File: config.mk
export PLATFORM = sky130hd
export DESIGN_NAME = inst_execute
export DESIGN_NICKNAME = d
export VERILOG_FILES = /design/src/source/rv_pkg.sv /design/src/source/inst_execute.sv
export SDC_FILE = /design/constraint.sdc
export NUM_CORES = 2
export LEC_CHECK = 0
export ABC_AREA = 1
export ABC_CLOCK_PERIOD_IN_PS = 6300
export BUFFER_PORTS_ARGS = -buffer_cell sky130_fd_sc_hd__buf_4
export CAP_MARGIN = 20
export CORE_MARGIN = 4
export CORE_UTILIZATION = 32
export DETAILED_ROUTE_END_ITERATION = 16
export PLACE_DENSITY = 0.48
export SYNTH_ARGS = -nofsm -noshare
export SYNTH_HDL_FRONTEND = slang
export SYNTH_SLANG_ARGS = --single-unit
File: constraint.sdc
create_clock -name CLK -period 6.3 [get_ports CLK]
set_input_delay 0 -clock CLK [delete_from_list [all_inputs] [get_ports CLK]]
set_output_delay 0 -clock CLK [all_outputs]
set_load 0.02 [all_outputs]
File: src/source/rv_pkg.sv
package rv_pkg;

    typedef logic [63:0] xlen_t;
    typedef logic [31:0] inst_t;
    typedef logic [4:0]  reg_idx_t;
    typedef logic [6:0]  opcode_t;
    typedef logic [7:0]  mem_addr_t;

    localparam int IMEM_DEPTH = 256;
    localparam int DMEM_DEPTH = 256;

    // major opcodes
    localparam opcode_t OP_ALG     = 7'b0110011;
    localparam opcode_t OP_ALG64   = 7'b0111011;
    localparam opcode_t OP_ALG_IMM = 7'b0010011;
    localparam opcode_t OP_LOAD    = 7'b0000011;
    localparam opcode_t OP_BRANCH  = 7'b1100011;

    // addi x0, x0, 0
    localparam inst_t NOP_INST = 32'h00000013;

    typedef enum logic [3:0] {
        ADD,
        SUB,
        SLL,
        SLT,
        SLTU,
        XOR,
        SRL,
        SRA,
        OR,
        AND
    } alu_op_e;

endpackage

File: src/source/inst_execute.sv
`timescale 1ns/1ps

module inst_execute (
    input  logic              CLK,
    input  logic              reset,
    input  logic              de_valid_i,
    input  rv_pkg::reg_idx_t  de_rd_i,
    input  rv_pkg::reg_idx_t  de_rs1_i,
    input  rv_pkg::reg_idx_t  de_rs2_i,
    input  rv_pkg::xlen_t     de_op1_i,
    input  rv_pkg::xlen_t     de_op2_i,
    input  logic              de_imm_flag_i,
    input  rv_pkg::alu_op_e   de_alu_op_i,
    input  logic              de_word_i,
    input  logic              de_load_i,
    input  logic              de_branch_i,
    input  logic [2:0]        de_funct3_i,
    input  rv_pkg::xlen_t     de_branch_offset_i,
    input  rv_pkg::xlen_t     de_pc_i,
    input  logic              de_write_back_i,
    output logic              redirect_o,
    output rv_pkg::xlen_t     redirect_pc_o,
    output logic              ex_load_o,
    output rv_pkg::reg_idx_t  ex_rd_o,
    output logic              em_valid_o,
    output rv_pkg::reg_idx_t  em_rd_o,
    output rv_pkg::xlen_t     em_result_o,
    output logic              em_load_o,
    output logic              em_write_back_o
);

    logic          fwd_ok;
    rv_pkg::xlen_t op_a;
    rv_pkg::xlen_t op_b;
    rv_pkg::xlen_t a_srl;
    rv_pkg::xlen_t a_sra;
    logic [5:0]    shamt;
    rv_pkg::xlen_t alu_raw;
    rv_pkg::xlen_t result;
    logic          taken;

    // only ALU writers in em can forward, loads were stalled for
    assign fwd_ok = em_valid_o && em_write_back_o && !em_load_o && em_rd_o != '0;
    assign op_a = (fwd_ok && em_rd_o == de_rs1_i) ? em_result_o : de_op1_i;
    assign op_b = (fwd_ok && !de_imm_flag_i && em_rd_o == de_rs2_i) ? em_result_o : de_op2_i;

    assign shamt = de_word_i ? {1'b0, op_b[4:0]} : op_b[5:0];
    assign a_srl = de_word_i ? {32'b0, op_a[31:0]} : op_a;
    assign a_sra = de_word_i ? {{32{op_a[31]}}, op_a[31:0]} : op_a;

    always_comb begin
        case (de_alu_op_i)
            rv_pkg::ADD:  alu_raw = op_a + op_b;
            rv_pkg::SUB:  alu_raw = op_a - op_b;
            rv_pkg::SLL:  alu_raw = op_a << shamt;
            rv_pkg::SLT:  alu_raw = {63'b0, $signed(op_a) < $signed(op_b)};
            rv_pkg::SLTU: alu_raw = {63'b0, op_a < op_b};
            rv_pkg::XOR:  alu_raw = op_a ^ op_b;
            rv_pkg::SRL:  alu_raw = a_srl >> shamt;
            rv_pkg::SRA:  alu_raw = $signed(a_sra) >>> shamt;
            rv_pkg::OR:   alu_raw = op_a | op_b;
            default:      alu_raw = op_a & op_b;
        endcase
    end

    // W forms keep the low word, sign extended
    assign result = de_word_i ? {{32{alu_raw[31]}}, alu_raw[31:0]} : alu_raw;

    always_comb begin
        case (de_funct3_i)
            3'b000:  taken = op_a == op_b;
            3'b001:  taken = op_a != op_b;
            3'b100:  taken = $signed(op_a) < $signed(op_b);
            3'b101:  taken = $signed(op_a) >= $signed(op_b);
            3'b110:  taken = op_a < op_b;
            3'b111:  taken = op_a >= op_b;
            default: taken = 1'b0;
        endcase
    end

    assign redirect_o    = de_valid_i && de_branch_i && taken;
    assign redirect_pc_o = de_pc_i + de_branch_offset_i;

    assign ex_load_o = de_valid_i && de_load_i;
    assign ex_rd_o   = de_rd_i;

    always_ff @(posedge CLK or negedge reset) begin
        if (!reset) begin
            em_valid_o      <= 1'b0;
            em_load_o       <= 1'b0;
            em_write_back_o <= 1'b0;
        end else begin
            em_valid_o      <= de_valid_i;
            em_load_o       <= de_valid_i && de_load_i;
            em_write_back_o <= de_valid_i && de_write_back_i;
        end
    end

    always_ff @(posedge CLK) begin
        em_rd_o     <= de_rd_i;
        em_result_o <= result;
    end

endmodule

# ---- Yosys cells after proc, flatten, opt, wreduce, memory -nomap -nowiden
# Cells that the tools add are included.
dict set report totals {
  input_bits 286
  ram_bits 0
  latchBits 0
  memories 0
  romBits 0
  output_inout_bits 143
  ff_bits 72
}
dict set report classes {
  eq_ne 17
  order_cmp 4
  n_mul 0
  n_bitwise 3
  n_reduce_logical 15
  n_addsub 3
  n_mux 8
  div 0
  shifts 3
}
# operator n
set ops {}
lappend ops {{64-bit case mux with 9 select lines} 1}
lappend ops {{64-bit two-way mux} 5}
lappend ops {{64-bit adder} 2}
lappend ops {{64-bit >= comparator} 2}
lappend ops {{64-bit < comparator} 2}
lappend ops {{64-bit AND} 1}
lappend ops {{64-bit equality test} 1}
lappend ops {{64-bit != test} 1}
lappend ops {{64-bit OR} 1}
lappend ops {{64-bit by 6-bit left shift with 64-bit output} 1}
lappend ops {{64-bit by 6-bit >> shifter with 64-bit output} 1}
lappend ops {{64-bit by 6-bit >>> shifter with 64-bit output} 1}
lappend ops {{64-bit subtractor} 1}
lappend ops {{64-bit XOR} 1}
lappend ops {{4-bit by 3-bit equality test with 1-bit output (second input constant)} 4}
lappend ops {{3-bit equality test (second input constant)} 4}
lappend ops {{5-bit equality test} 2}
lappend ops {{1-bit logical AND} 10}
lappend ops {{4-bit by 2-bit equality test with 1-bit output (second input constant)} 2}
lappend ops {{6-bit two-way mux} 1}
lappend ops {{1-bit case mux with 6 select lines} 1}
lappend ops {{5-bit nonzero test} 1}
lappend ops {{4-bit by 1-bit equality test with 1-bit output (second input constant)} 1}
lappend ops {{4-bit equality test (second input constant)} 1}
lappend ops {{other kinds (4)} 5}

# ---- Depth between registers and ports, before layout
dict set report logic_depth {
  depth_word 10
  ltp_mapped 34
  mapped_depth_nobuf 31
}

# ---- Worst setup path after synthesis
# Ideal clock, no wire load.
dict set report synth_path {
  kind {reg-to-reg}
  startpoint {register em_rd_o[1]}
  endpoint {register em_result_o[38]}
  synth_period_minus_slack_ns 4.378
  t_arrival_ns 4.266
  required_time_ns 6.188
  setup_ns 0.112
  setup_slack_ns 1.922
  path_stages_with_launch 28
  path_buffers 3
  path_cell_list {dfxtp_1 inv_2 nand2_1 nand2_1 nor2_1 nand4_2 nand2_1 o21ai_1 inv_1 buf_2 buf_1 clkbuf_1 ha_1 inv_1 nand2_1 inv_1 a21oi_1 o21ai_0 a21boi_0 o21ai_0 a21oi_1 or2_2 a21oi_1 nand3_1 nor2_1 nand2_1 nand2_1 nand2_2}
}
dict set report synth_between {
  elab_chain_cells 9
}
# element line
set synth_lines {}
lappend synth_lines {{start: declaration} inst_execute.sv:26} ;# output rv_pkg::reg_idx_t em_rd_o,
lappend synth_lines {{start signal: assignment} inst_execute.sv:100} ;# em_rd_o <= de_rd_i;
lappend synth_lines {{branches (longest 7 deep; another with 64-bit subtractor)} --}
lappend synth_lines {{64-bit case mux with 9 select lines *} inst_execute.sv:52} ;# case (de_alu_op_i)
lappend synth_lines {{64-bit two-way mux *} inst_execute.sv:67} ;# assign result = de_word_i ? {{32{alu_raw[31]}}, alu_raw[31:0]} : alu_raw;
lappend synth_lines {{via result[38]} inst_execute.sv:39} ;# rv_pkg::xlen_t result;
lappend synth_lines {{end signal: assignment} inst_execute.sv:101} ;# em_result_o <= result;
lappend synth_lines {{end: declaration} inst_execute.sv:27} ;# output rv_pkg::xlen_t em_result_o,
# Mark *: on every way through the listed nets, which the timed path passes.

# ---- Final worst setup path
dict set report layout_path {
  startpoint {register em_rd_o[4]}
  endpoint {output redirect_o}
}
dict set report layout_between {
  elab_chain_cells 8
}
# element line
set layout_lines {}
lappend layout_lines {{5-bit nonzero test} inst_execute.sv:43} ;# assign fwd_ok = em_valid_o && em_write_back_o && !em_load_o && em_rd_o != '0;
lappend layout_lines {{1-bit logical AND} inst_execute.sv:43}
lappend layout_lines {{1-bit logical AND (2 in a row)} inst_execute.sv:45} ;# assign op_b = (fwd_ok && !de_imm_flag_i && em_rd_o == de_rs2_i) ? em_result_o : de_op2_i;
lappend layout_lines {{64-bit two-way mux} inst_execute.sv:45}
lappend layout_lines {{64-bit >= comparator (tied with other cells)} inst_execute.sv:76} ;# 3'b111: taken = op_a >= op_b;
lappend layout_lines {{1-bit case mux with 6 select lines *} inst_execute.sv:70} ;# case (de_funct3_i)
lappend layout_lines {{1-bit logical AND *} inst_execute.sv:81} ;# assign redirect_o = de_valid_i && de_branch_i && taken;
lappend layout_lines {{end: declaration} inst_execute.sv:21} ;# output logic redirect_o,
# Every way passes the cells marked *; elsewhere a longest branch is shown, timed or not.

==> metrics.yaml <==
numCtsBuffers: 9
finalSetupViolations: 0
synth_mux_area_share_pct: 0
cpMostUsedCell: "nand2_1"
drt_pre_antenna_iters: 7
slowest_stage: "ha_1"
antenna_found_initial: 20
place.gp.congestion: 1.084
hpwl_mm: 211.9
grt_first_pass_wirelength_mm: 342.7
grt_overflow: 0
arrival_ns: 6.24
internal_power_mw: 2.075
worst_pin_slew_ns: 1.061
synth-xor-area-share_pct: 1.912
synth_seq_area_share_pct: 4.477
fin_setup_tns_ns: 0
worstPathRequired_ns: 6.30
ant_nets: 0
synth_top_family_by_area: "simple AND/OR/NAND/NOR gates"
fin_nets: 7162
clk_pin_slew_ns: 0.08
cp-end-kind: "primary output"
power.share.clock_pct: 12.1
grt_usage_pct: 44.75
synth_adder_area_share_pct: 10.03
cap_violations: 0
drt_wl_total_mm: 253.4
cp_max_fo: 35
fin_crit_sh_pct: 99.11
yosysWarnings: 0
grt_max_degree: 161
cts_max_level: 3
period_minus_slack_ns: 6.244
post-route-drc-count: 0
clockBufferDepth: 2
synth.distinct_cells: 65
final_cell_mix: "1547 x nand2_1, 1146 x nand3_1, 827 x inv_1, 590 x nor2_1, 572 x buf_4"
clkLatencyLatePin_ns: 0.41
vias_per_cell: 6.117
ys.flop_type: "dfxtp_1"
synth_enable_flop_cells: 0
power_frac_comb_pct: 77.1
fin_util_pct: 37.48
timing.hold.ws_ns: 0.04469
die_y_um: 326.8
p_switching_mw: 3.418
pwr-share-seq_pct: 10.9
vias: 48880
clock_sinks: 72
dieArea_um2: 106800
synth_compound_area_share_pct: 19.97
dp_cells: 7953
peakVddDrop_v: 0.0001004
synthSimpleGateAreaFrac_pct: 48.64
drive_above_1_share_pct: 10.81
initial_utilization_pct: 32.39
synth_area_um2: 32530
power_density_nw_per_um2: 145.9
async_flop_share_pct: 4.167
crit_family: "simple AND/OR/NAND/NOR gates"
ios: 429
grt_pass1_vias: 44480
slew_headroom_pct: 29.04
seqCellArea_um2: 1456
crit_buf_inv: 7
nFillCells: 11890
die_width_um: 326.8
crit_path_max_incr_delay_ns: 0.51
syn_avg_cell_area_um2: 5.122
synth_fp_nets: 6896
fmax_mhz: 160.2
outcome: "finished, final reports clean"
crit_type: "flip-flop to primary output"
drt_iter0_markers: 7816
rsz0062_at_grt: "false"
multi_input_area_um2: 26310
switching_share_pct: 62.22
leakagePower_nw: 19.37
clockRootBuffer: "clkbuf_16"
area_delta_synth_final_pct: 15.72
hold_path_class: "primary input to async pin"
num_rows: 116
drv_slew: 0
critPathLaunchType: "flip-flop"
final-hold-violation-count: 0
coreArea_um2: 100400
portBuffers: 428
fin_skew_ns: 0.02447
cts_tree: "yes"
wl_per_cell_um: 31.71
final_common_cell: "nand2_1"
netlist_instances: 6351
fin_cells: 7991
yosys_register_bits: 72
path summary, 6_finish.rpt:
| check | from | end | slack [ns] | depth (start not counted) |
|---|---|---|---|---|
| min in group CLK | de_rd_i[1] | em_rd_o[1] | 0.27 | 2 |
| max in group asynchronous | reset | em_valid_o | 6.15 | 2 |
| min | reset | em_load_o | 0.04 | 2 |
| max reg2reg | em_rd_o[4] | em_result_o[22] | 0.23 | 19 |
| min reg2reg | em_result_o[19] | em_result_o[19] | 0.95 | 5 |
| max | em_rd_o[4] | redirect_o | 0.06 | 26 |
Yosys cell counts, types with 54 or more instances:
master / n / area (um^2)
buf_1: 55 / 206.5
nand3_1: 1146 / 5736
ha_1: 256 / 3203
inv_1: 829 / 3112
nor2_1: 595 / 2233
dfxtp_1: 69 / 1381
nor3_1: 55 / 275.3
a21oi_1: 502 / 2512
nand4_1: 145 / 907.1
clkbuf_1: 127 / 476.7
nand2_1: 1548 / 5811
o21ai_0: 308 / 1541
a31oi_1: 54 / 337.8
buf_2: 102 / 510.5
o211ai_1: 67 / 503.0
metrics by stage:
stage                     total power, mW  setup slack (ns)  instance area [um^2]
after CTS                           5.299            0.1200                 37590
after detailed placement            4.637            0.2358                 37170
after floorplan                     2.817             1.922                 32530
after global placement              4.659            0.2241                 37170
after global routing                5.683          0.007204                 37620
final                               5.494           0.05628                 37640
power groups by stage:
stage          clock network [mW]  logic [mW]  registers, mW
2_1_floorplan                   0        2.20          0.620
3_3_place_gp                    0        4.06          0.604
3_5_place_dp                    0        4.04          0.600
4_1_cts                     0.652        4.06          0.592
5_1_grt                     0.669        4.42          0.595
6_report                    0.663        4.23          0.598
flip-flops by register name, indices dropped and copies added, names as in the netlist:
signal           count
em_rd_o              5
em_result_o         64
em_valid_o           1
em_load_o            1
em_write_back_o      1
timing repair:
action,4_1_cts,5_1_grt
endpoints found under the hold margin,11,0
setup buffers,0,0
resized for setup,0,5
endpoints found under the setup margin,0,32
hold buffers,9,0
cell families (layout without fill, tap and decap cells):
family | Yosys count | in the layout
AND/OR/NAND/NOR | 3615 | 3616
buffers and inverters | 1181 | 1451
AO/OA/AOI/OAI | 1153 | 1153
adder cells (fa/ha/maj) | 259 | 259
flip-flops | 72 | 72
XOR/XNOR | 71 | 71
other | 0 | 12
routing by layer:
| layer | up-vias | part of all wire (%) | GRT usage, % |
|---|---|---|---|
| li1 | 21650 | - | - |
| met1 | 23250 | 40 | 58.78 |
| met2 | 3382 | 41 | 66.82 |
| met3 | 587 | 12 | 12.05 |
| met4 | 12 | 6.5 | 23.13 |
| met5 | - | 0.030 | 0 |
final cells by class:
cell class	count	share of cell area, %
inverters	841	8.429
diodes	12	0.07977
clock inverters	6	0.2393
multi-input cells	5099	69.90
clock buffers	10	0.6349
repair buffers	594	12.34
flip-flops and latches	72	3.869
well taps	1357	4.511
(Power assumes the default switching activity.)
