$ cat src/source/rv_pkg.sv
package rv_pkg;

    typedef logic [63:0] xlen_t;
    typedef logic [31:0] inst_t;
    typedef logic [4:0]  reg_idx_t;
    typedef logic [6:0]  opcode_t;
    typedef logic [7:0]  mem_addr_t;

    localparam int IMEM_DEPTH = 256;
    localparam int DMEM_DEPTH = 256;

    // major opcodes
    localparam opcode_t OP_ALG     = 7'b0110011;
    localparam opcode_t OP_ALG64   = 7'b0111011;
    localparam opcode_t OP_ALG_IMM = 7'b0010011;
    localparam opcode_t OP_LOAD    = 7'b0000011;
    localparam opcode_t OP_BRANCH  = 7'b1100011;

    // addi x0, x0, 0
    localparam inst_t NOP_INST = 32'h00000013;

    typedef enum logic [3:0] {
        ADD,
        SUB,
        SLL,
        SLT,
        SLTU,
        XOR,
        SRL,
        SRA,
        OR,
        AND
    } alu_op_e;

endpackage

$ cat src/source/inst_decode.sv
`timescale 1ns/1ps

module inst_decode (
    input  logic              CLK,
    input  logic              reset,
    input  rv_pkg::inst_t     inst_i,
    input  rv_pkg::xlen_t     pc_i,
    input  logic              flush_i,
    input  logic              wb_en_i,
    input  rv_pkg::reg_idx_t  wb_rd_i,
    input  rv_pkg::xlen_t     wb_value_i,
    input  logic              ex_load_i,
    input  rv_pkg::reg_idx_t  ex_rd_i,
    output logic              stall_o,
    output logic              de_valid_o,
    output rv_pkg::reg_idx_t  de_rd_o,
    output rv_pkg::reg_idx_t  de_rs1_o,
    output rv_pkg::reg_idx_t  de_rs2_o,
    output rv_pkg::xlen_t     de_op1_o,
    output rv_pkg::xlen_t     de_op2_o,
    output logic              de_imm_flag_o,
    output rv_pkg::alu_op_e   de_alu_op_o,
    output logic              de_word_o,
    output logic              de_load_o,
    output logic              de_branch_o,
    output logic [2:0]        de_funct3_o,
    output rv_pkg::xlen_t     de_branch_offset_o,
    output rv_pkg::xlen_t     de_pc_o,
    output logic              de_write_back_o
);

    rv_pkg::xlen_t    regs [32];
    rv_pkg::opcode_t  opcode;
    rv_pkg::reg_idx_t rd_idx;
    rv_pkg::reg_idx_t rs1_idx;
    rv_pkg::reg_idx_t rs2_idx;
    logic [2:0]       funct3;
    logic             is_alg;
    logic             is_alg64;
    logic             is_imm;
    logic             is_load;
    logic             is_branch;
    logic             uses_rs2;
    logic             write_back;
    rv_pkg::xlen_t    imm_i;
    rv_pkg::xlen_t    imm_b;
    rv_pkg::xlen_t    rs1_val;
    rv_pkg::xlen_t    rs2_val;
    rv_pkg::alu_op_e  alu_op;
    rv_pkg::xlen_t    op1_q;
    rv_pkg::xlen_t    op2_q;

    assign opcode = inst_i[6:0];
    assign rd_idx = inst_i[11:7];
    assign funct3 = inst_i[14:12];

    assign is_alg    = opcode == rv_pkg::OP_ALG;
    assign is_alg64  = opcode == rv_pkg::OP_ALG64;
    assign is_imm    = opcode == rv_pkg::OP_ALG_IMM;
    assign is_load   = opcode == rv_pkg::OP_LOAD && funct3 == 3'b011;
    assign is_branch = opcode == rv_pkg::OP_BRANCH && funct3[2:1] != 2'b01;
    assign uses_rs2  = is_alg || is_alg64 || is_branch;

    // unused sources read as x0 so they never match a hazard
    assign rs1_idx = (uses_rs2 || is_imm || is_load) ? inst_i[19:15] : '0;
    assign rs2_idx = uses_rs2 ? inst_i[24:20] : '0;

    // x0 writes are dropped here already
    assign write_back = (is_alg || is_alg64 || is_imm || is_load) && rd_idx != '0;

    assign imm_i = {{52{inst_i[31]}}, inst_i[31:20]};
    assign imm_b = {{52{inst_i[31]}}, inst_i[7], inst_i[30:25], inst_i[11:8], 1'b0};

    assign stall_o = ex_load_i && ex_rd_i != '0 && (rs1_idx == ex_rd_i || rs2_idx == ex_rd_i);

    always_comb begin
        alu_op = rv_pkg::ADD;
        if (is_alg || is_alg64 || is_imm) begin
            case (funct3)
                3'b000: alu_op = (inst_i[30] && !is_imm) ? rv_pkg::SUB : rv_pkg::ADD;
                3'b001: alu_op = rv_pkg::SLL;
                3'b010: alu_op = rv_pkg::SLT;
                3'b011: alu_op = rv_pkg::SLTU;
                3'b100: alu_op = rv_pkg::XOR;
                3'b101: alu_op = inst_i[30] ? rv_pkg::SRA : rv_pkg::SRL;
                3'b110: alu_op = rv_pkg::OR;
                default: alu_op = rv_pkg::AND;
            endcase
        end
    end

    // operand read with same-cycle writeback bypass
    always_comb begin
        rs1_val = regs[rs1_idx];
        rs2_val = regs[rs2_idx];
        if (wb_en_i && wb_rd_i == rs1_idx) begin
            rs1_val = wb_value_i;
        end
        if (wb_en_i && wb_rd_i == rs2_idx) begin
            rs2_val = wb_value_i;
        end
    end

    always_ff @(posedge CLK or negedge reset) begin
        if (!reset) begin
            for (int i = 0; i < 32; i++) begin
                regs[i] <= '0;
            end
        end else if (wb_en_i && wb_rd_i != '0) begin
            regs[wb_rd_i] <= wb_value_i;
        end
    end

    always_ff @(posedge CLK or negedge reset) begin
        if (!reset) begin
            de_valid_o      <= 1'b0;
            de_write_back_o <= 1'b0;
            de_load_o       <= 1'b0;
            de_branch_o     <= 1'b0;
        end else begin
            // bubble on load-use hazard or taken branch
            de_valid_o      <= !(stall_o || flush_i);
            de_write_back_o <= write_back;
            de_load_o       <= is_load;
            de_branch_o     <= is_branch;
        end
    end

    always_ff @(posedge CLK) begin
        de_rd_o            <= rd_idx;
        de_rs1_o           <= rs1_idx;
        de_rs2_o           <= rs2_idx;
        op1_q              <= rs1_val;
        op2_q              <= (is_imm || is_load) ? imm_i : rs2_val;
        de_imm_flag_o      <= is_imm || is_load;
        de_alu_op_o        <= alu_op;
        de_word_o          <= is_alg64;
        de_funct3_o        <= funct3;
        de_branch_offset_o <= imm_b;
        de_pc_o            <= pc_i;
    end

    // result two ahead sits in wb while this one executes
    assign de_op1_o = (wb_en_i && de_rs1_o != '0 && wb_rd_i == de_rs1_o) ? wb_value_i : op1_q;
    assign de_op2_o = (wb_en_i && !de_imm_flag_o && de_rs2_o != '0 && wb_rd_i == de_rs2_o)
                    ? wb_value_i : op2_q;

endmodule

$ cat config.mk
export PLATFORM = sky130hd
export DESIGN_NAME = inst_decode
export DESIGN_NICKNAME = d
export VERILOG_FILES = /design/src/source/rv_pkg.sv /design/src/source/inst_decode.sv
export SDC_FILE = /design/constraint.sdc
export NUM_CORES = 2
export LEC_CHECK = 0
export ABC_AREA = 0
export BUFFER_PORTS_ARGS = -buffer_cell sky130_fd_sc_hd__clkbuf_2
export CELL_PAD_IN_SITES_DETAIL_PLACEMENT = 1
export CELL_PAD_IN_SITES_GLOBAL_PLACEMENT = 2
export CORE_MARGIN = 5
export CORE_UTILIZATION = 34
export CTS_BUF_LIST = sky130_fd_sc_hd__clkbuf_4
export DETAILED_ROUTE_END_ITERATION = 12
export HOLD_SLACK_MARGIN = 0.03
export PLACE_DENSITY_LB_ADDON = 0.1
export SETUP_SLACK_MARGIN = 0.15
export SLEW_MARGIN = 20
export SYNTH_ARGS = -nofsm -noshare
export SYNTH_HDL_FRONTEND = slang
export SYNTH_SLANG_ARGS = --single-unit
$ cat constraint.sdc
create_clock -name CLK -period 8.5 [get_ports CLK]
set_input_delay 1.7 -clock CLK [delete_from_list [all_inputs] [get_ports CLK]]
set_output_delay 1.7 -clock CLK [all_outputs]
set_load 0.03 [all_outputs]
## After elaboration in Yosys (flattened, before gate mapping)

Cells that the tools add are included.

- Input port bits: 175
- Register bits: 2280
- Word-level logic and storage cells: 124

- $lt $le $gt $ge: 4
- Bitwise logic cells: 3
- Equality and inequality tests: 18
- Reduce and logical (&&, ||, !) cells: 33
- Mux-type cells: 19

Operators by type and width:

| kind | count |
|---|---|
| bitwise mux 2048 bit | 1 |
| binary-select mux 64 bit (select 5 bit) | 2 |
| two-way mux 64 bit | 10 |
| demux 64 bit (select 5 bit) | 1 |
| equality test 5 bit | 6 |
| one-hot mux 4 bit (7 select lines) | 1 |
| nonzero test 5 bit | 5 |
| >= comparator 6 bit, second input constant | 3 |
| NOT 5 -> 6 bit | 3 |
| logical AND 1 bit | 15 |
| equality test 7 x 6 -> 1 bit, second input constant | 2 |
| two-way mux 5 bit | 2 |
| equality test 3 bit, second input constant | 3 |
| logical OR 1 bit | 9 |
| equality test 7 x 2 -> 1 bit, second input constant | 1 |
| equality test 7 x 5 -> 1 bit, second input constant | 1 |
| equality test 7 bit, second input constant | 1 |
| equality test 3 x 2 -> 1 bit, second input constant | 2 |
| less-than comparator 6 x 1 -> 1 bit, second input constant | 1 |
| equality test 3 x 1 -> 1 bit, second input constant | 1 |
| logical NOT 1 bit | 3 |
| logical NOT 3 bit | 1 |
| two-way mux 1 bit | 2 |
| != test 2 x 1 -> 1 bit, second input constant | 1 |

## Depth between registers and ports, before layout

- Depth after elaboration: 11
- Depth in mapped cells: 12
- Depth with buffers taken out: 9

## Least setup slack after synthesis

Ideal clock, no wire load.

- Path kind: in2out
- Start: input port inst_i[22]
- End: output port stall_o
- Path slack: 2790 ps
- Path buffers: 4
- Arrival time: 4010 ps
- Stages on the path: 9
- Cell sequence: clkbuf_1 > clkbuf_1 > buf_1 > buf_1 > o21ai_0 > a221oi_1 > nand2_1 > nor4_1 > nand2b_1

- Word-level cells in the longest chain between the ends: 4

Ends and longest elaborated chain:

| what | line | RTL |
|---|---|---|
| start, declared | inst_decode.sv:6 | `input rv_pkg::inst_t inst_i,` |
| two-way mux 5 bit | inst_decode.sv:66 | `assign rs2_idx = uses_rs2 ? inst_i[24:20] : '0;` |
| equality test 5 bit | inst_decode.sv:74 | `assign stall_o = ex_load_i && ex_rd_i != '0 && (rs1_idx == ex_rd_i \|\| rs2_idx == ex_rd_i);` |
| logical OR 1 bit | inst_decode.sv:74 |  |
| logical AND 1 bit | inst_decode.sv:74 |  |
| end, declared | inst_decode.sv:14 | `output logic stall_o,` |

No other way between the ends.

## Worst setup path in the final report

- Start: input port inst_i[14]
- End: output port stall_o

- Word-level cells in the longest chain between the ends: 9
- Elaborated cells between the ends (all ways): 13

Ends and longest elaborated chain:

| what | line | RTL |
|---|---|---|
| != test 2 x 1 -> 1 bit | inst_decode.sv:61 | `assign is_branch = opcode == rv_pkg::OP_BRANCH && funct3[2:1] != 2'b01;` |
| logical AND 1 bit | inst_decode.sv:61 |  |
| logical OR 1 bit | inst_decode.sv:62 | `assign uses_rs2 = is_alg \|\| is_alg64 \|\| is_branch;` |
| logical OR 1 bit (2 in series) | inst_decode.sv:65 | `assign rs1_idx = (uses_rs2 \|\| is_imm \|\| is_load) ? inst_i[19:15] : '0;` |
| two-way mux 5 bit | inst_decode.sv:65 |  |
| equality test 5 bit | inst_decode.sv:74 |  |
| logical OR 1 bit * | inst_decode.sv:74 |  |
| logical AND 1 bit * | inst_decode.sv:74 |  |

Mark *: on every way between the ends. The rest lies on a longest branch, timed or not.

==> results.yml <==
outcome:
  status: "complete, no violations"
place:
  preCtsSetupSlack_ns: 1.48
  io_buffers: 458
  dp_hpwl_um: 317000
  routabilityCongestion: 0.804
  dp_cells: 13489
clock_tree:
  htree_levels: 6
  cts.path.max_buffers: 4
  cts_hold_buf: 41
  clk_latency_ns: 1.59
  cts_buffers: 681
  postCtsSetupBuffers: 0
  cts_tree: "built"
  clkTransAtPathRegs_ns: 0.05
  clock_sinks: 2275
  cts.repair.resized: 0
  root_buffer: "clkbuf_4"
floorplan:
  start_util: 0.340
  die_x_um: 601
  rows: 217
  die_y_um: 601
  io_pins: 460
  core-area_um2: 349000
  dieArea_um2: 361000
global_routing:
  grt_overflow: 0
  grt_max_degree: 172
  grt_pass1_wl_um: 786000
  grt_pass1_vias: 97196
  grtUsageTotal: 0.302
  antenna_found_initial: 46
sta:
  rsz0062_at_grt: "false"
  worstMarginPinSlew_ns: 1.24
  max-slew-margin-rel: 0.177
  fin_crit_sh: 0.829
  fin_ws_ns: 1.45
  finalHoldViolCount: 0
  fmax_mhz: 142
  slew_viol_final: 0
  period_needed_ns: 7.05
  finalSetupViolations: 0
  fin_setup_tns_ns: 0
  skew_ns: 0.0799
detailed_routing:
  wl_per_cell_um: 38.0
  dr.first_iter.drc_count: 7798
  vias: 90900
  finalWirelength_um: 561000
  viasPerCell: 6.16
  drcViolationCount: 0
  ant_nets: 0
  first_pass_iters: 5
setup_path:
  crit_fanout: 30
  arrival_ns: 5.35
  crit_chain: "clkbuf_2 > and3b_1 > o211ai_4 > buf_4 > nand3_4 > nand2_4 > inv_1 > buf_4 > xnor2_1 > nand3_1 > nand2b_1 > clkbuf_2"
  crit_family: "simple AND/OR/NAND/NOR gates"
  worst-endpoint-required_ns: 6.80
  reg2reg_slack_ns: 5.95
  cp_slowest_cell: "nand2_4"
  end_kind: "primary output"
  r2r_cells: 7
  worstPathBufferInverterCount: 5
  critPathMaxStageDelay_ns: 0.83
  path_class: "input port to primary output"
  reg2reg_to: "op2_q[62]"
  r2r_start: "regs[830]"
  start_kind: "input port"
logic_synthesis:
  syn_inst: 9269
  ys_seq_area_frac: 0.470
  ys.warnings.count: 0
  synth_fp_nets: 9444
  syn_area_um2: 119000
  synth_seq_cells: 2275
  ys_async_sr_fraction: 0.902
  synth_cell_types: 73
  synth-edff-count: 0
  synth_top_flop_cell: "dfrtp_1"
  avgSynthCellArea_um2: 12.8
finish:
  syn2layout_area_growth_pct: 13.7
  fill_cells: 36636
  drive_above_1_share: 0.478
  fin_cells: 14756
  fin_util: 0.387
  nets: 9790
worst_hold_path:
  min_path_type: "input port to register"
  hold_end: "de_rd_o[3]"
  hold_depth: 1
  min_from: "inst_i[10]"
power_and_ir_drop:
  irDropWorstVdd_uv: 115
  power_leakage_nw: 58.2
  powerDensity_nw_per_um2: 231
  power_mw: 31.1
job:
  drv_cap: 0
==> cells in the mapped netlist, drive strengths merged, types with 3 or more instances <==
master,instances,area (um2)
a21boi,11,82.6
and3,71,444
buf,261,1340
xor2,7,61.3
nand2,353,1330
nand2b,7,43.8
o2111ai,4,35.0
o32a,28,280
mux2i,303,3030
nor4,5,37.5
nand3b,3,22.5
nand3,104,526
o21ai,337,1690
nor2,277,1040
a311o,51,510
dfxtp,223,4460
o221ai,107,937
o2bb2a,9,90.1
a22o,53,464
nor3,131,667
a221oi,157,1380
nand4,5,31.3
clkbuf,855,3210
o22a,27,236
dfrtp,2052,51300
a211oi,218,1640
o22ai,70,438
o221a,53,597
o31ai,77,592
o211ai,65,493
xnor2,6,52.6
nor3b,3,22.5
mux4,550,12400
or3,5,31.3
o32ai,25,226
a21oi,252,1260
nor2b,18,113
and2,3,18.8
or2,3,18.8
a311oi,9,78.8
inv,22,82.6
clkinv,3,12.5
mux2,2357,26500
a221o,51,510
a31oi,20,125
==> flip-flops by register name (all words and copies together) (netlist names), 3 cells and up <==
register / flops
de_rs2_o: 5
op1_q: 64
regs: 2048
de_pc_o: 64
de_rd_o: 4
de_funct3_o: 3
op2_q: 64
de_alu_op_o: 4
de_branch_offset_o: 8
de_rs1_o: 5
==> kinds of logic after synthesis <==
group / Yosys count / synth area share
AOI/OAI and AO/OA: 1636 / 0.0991
buffers and inverters: 1141 / 0.0391
other: 1 / 0.0000316
muxes: 3210 / 0.354
and+or+nand+nor: 993 / 0.0370
DFF: 2275 / 0.470
xor gates and xnor gates: 13 / 0.000959
==> how the worst max path moves through the flow <==
stage               to        from  slack [ns]  depth (start not counted)
2_1_floorplan  stall_o  inst_i[22]        2.79                          9
3_3_place_gp   stall_o  inst_i[14]        1.43                         12
3_5_place_dp   stall_o  inst_i[14]        1.48                         12
4_1_cts        stall_o  inst_i[14]        1.48                         12
5_1_grt        stall_o  inst_i[14]        1.40                         12
6_report       stall_o  inst_i[14]        1.45                         12
==> through the flow <==
stage | cell area (um2) | hold slack, ns
2_1_floorplan | 119000 | 0.443
3_3_place_gp | 125000 | 0.379
3_5_place_dp | 125000 | 0.385
4_1_cts | 135000 | 0.0322
5_1_grt | 135000 | 0.109
6_report | 135000 | 0.243
==> report_power, final <==
| part | total, mW | leakage [nW] | internal (mW) | switching (mW) |
|---|---|---|---|---|
| registers | 14.2 | 28.1 | 12.7 | 1.47 |
| clock network | 11.4 | 5.37 | 6.09 | 5.29 |
| logic | 5.57 | 24.7 | 3.05 | 2.52 |
| total | 31.1 | 58.2 | 21.8 | 9.28 |
==> worst reg2reg max path, delay by kind of cell, from the launching register on <==
| kind | cells | cell delay, ns |
|---|---|---|
| AO/OA/AOI/OAI | 5 | 1.69 |
| flip-flops | 1 | 0.38 |
| AND/OR/NAND/NOR | 1 | 0.33 |
| multiplexers | 1 | 0.09 |
==> routing by layer <==
| metal | track usage | vias up | part of all wire |
|---|---|---|---|
| met3 | 0.0483 | 1062 | 0.058 |
| met4 | 0.111 | 38 | 0.040 |
| li1 | - | 36376 | - |
| met2 | 0.493 | 3600 | 0.47 |
| met5 | 0 | - | 0.00041 |
| met1 | 0.407 | 49824 | 0.43 |
==> layout make-up <==
class	instances	area [um2]	share of cell area
Sequential cell	2275	55800	0.413
Tap cell	4599	5750	0.0426
Inverter	25	140	0.00104
Multi-Input combinational cell	5853	58800	0.435
Timing Repair Buffer	779	5470	0.0405
Clock buffer	1055	7920	0.0587
Clock inverter	149	1070	0.00794
Antenna cell	21	52.6	0.000389
==> layout by cell type (no fill, tap or decap), types with 21 or more instances in the layout <==
cell type	count
a211oi_1	217
a21oi_1	251
a221o_1	51
a221oi_1	157
a22o_1	53
a311o_1	51
and3_1	71
buf_12	45
buf_4	236
clkbuf_2	448
clkbuf_4	1055
clkinv_1	89
dfrtp_1	2052
dfxtp_1	223
diode_2	21
dlygate4sd3_1	41
mux2_2	2357
mux2i_1	303
mux4_2	550
nand2_1	334
nand3_1	98
nor2_1	258
nor3_1	126
o211ai_1	64
o21ai_0	337
o221a_1	50
o221ai_1	107
o22a_1	27
o22ai_1	70
o31ai_1	74
o32a_1	28
o32ai_1	23
(Power assumes the default switching activity.)
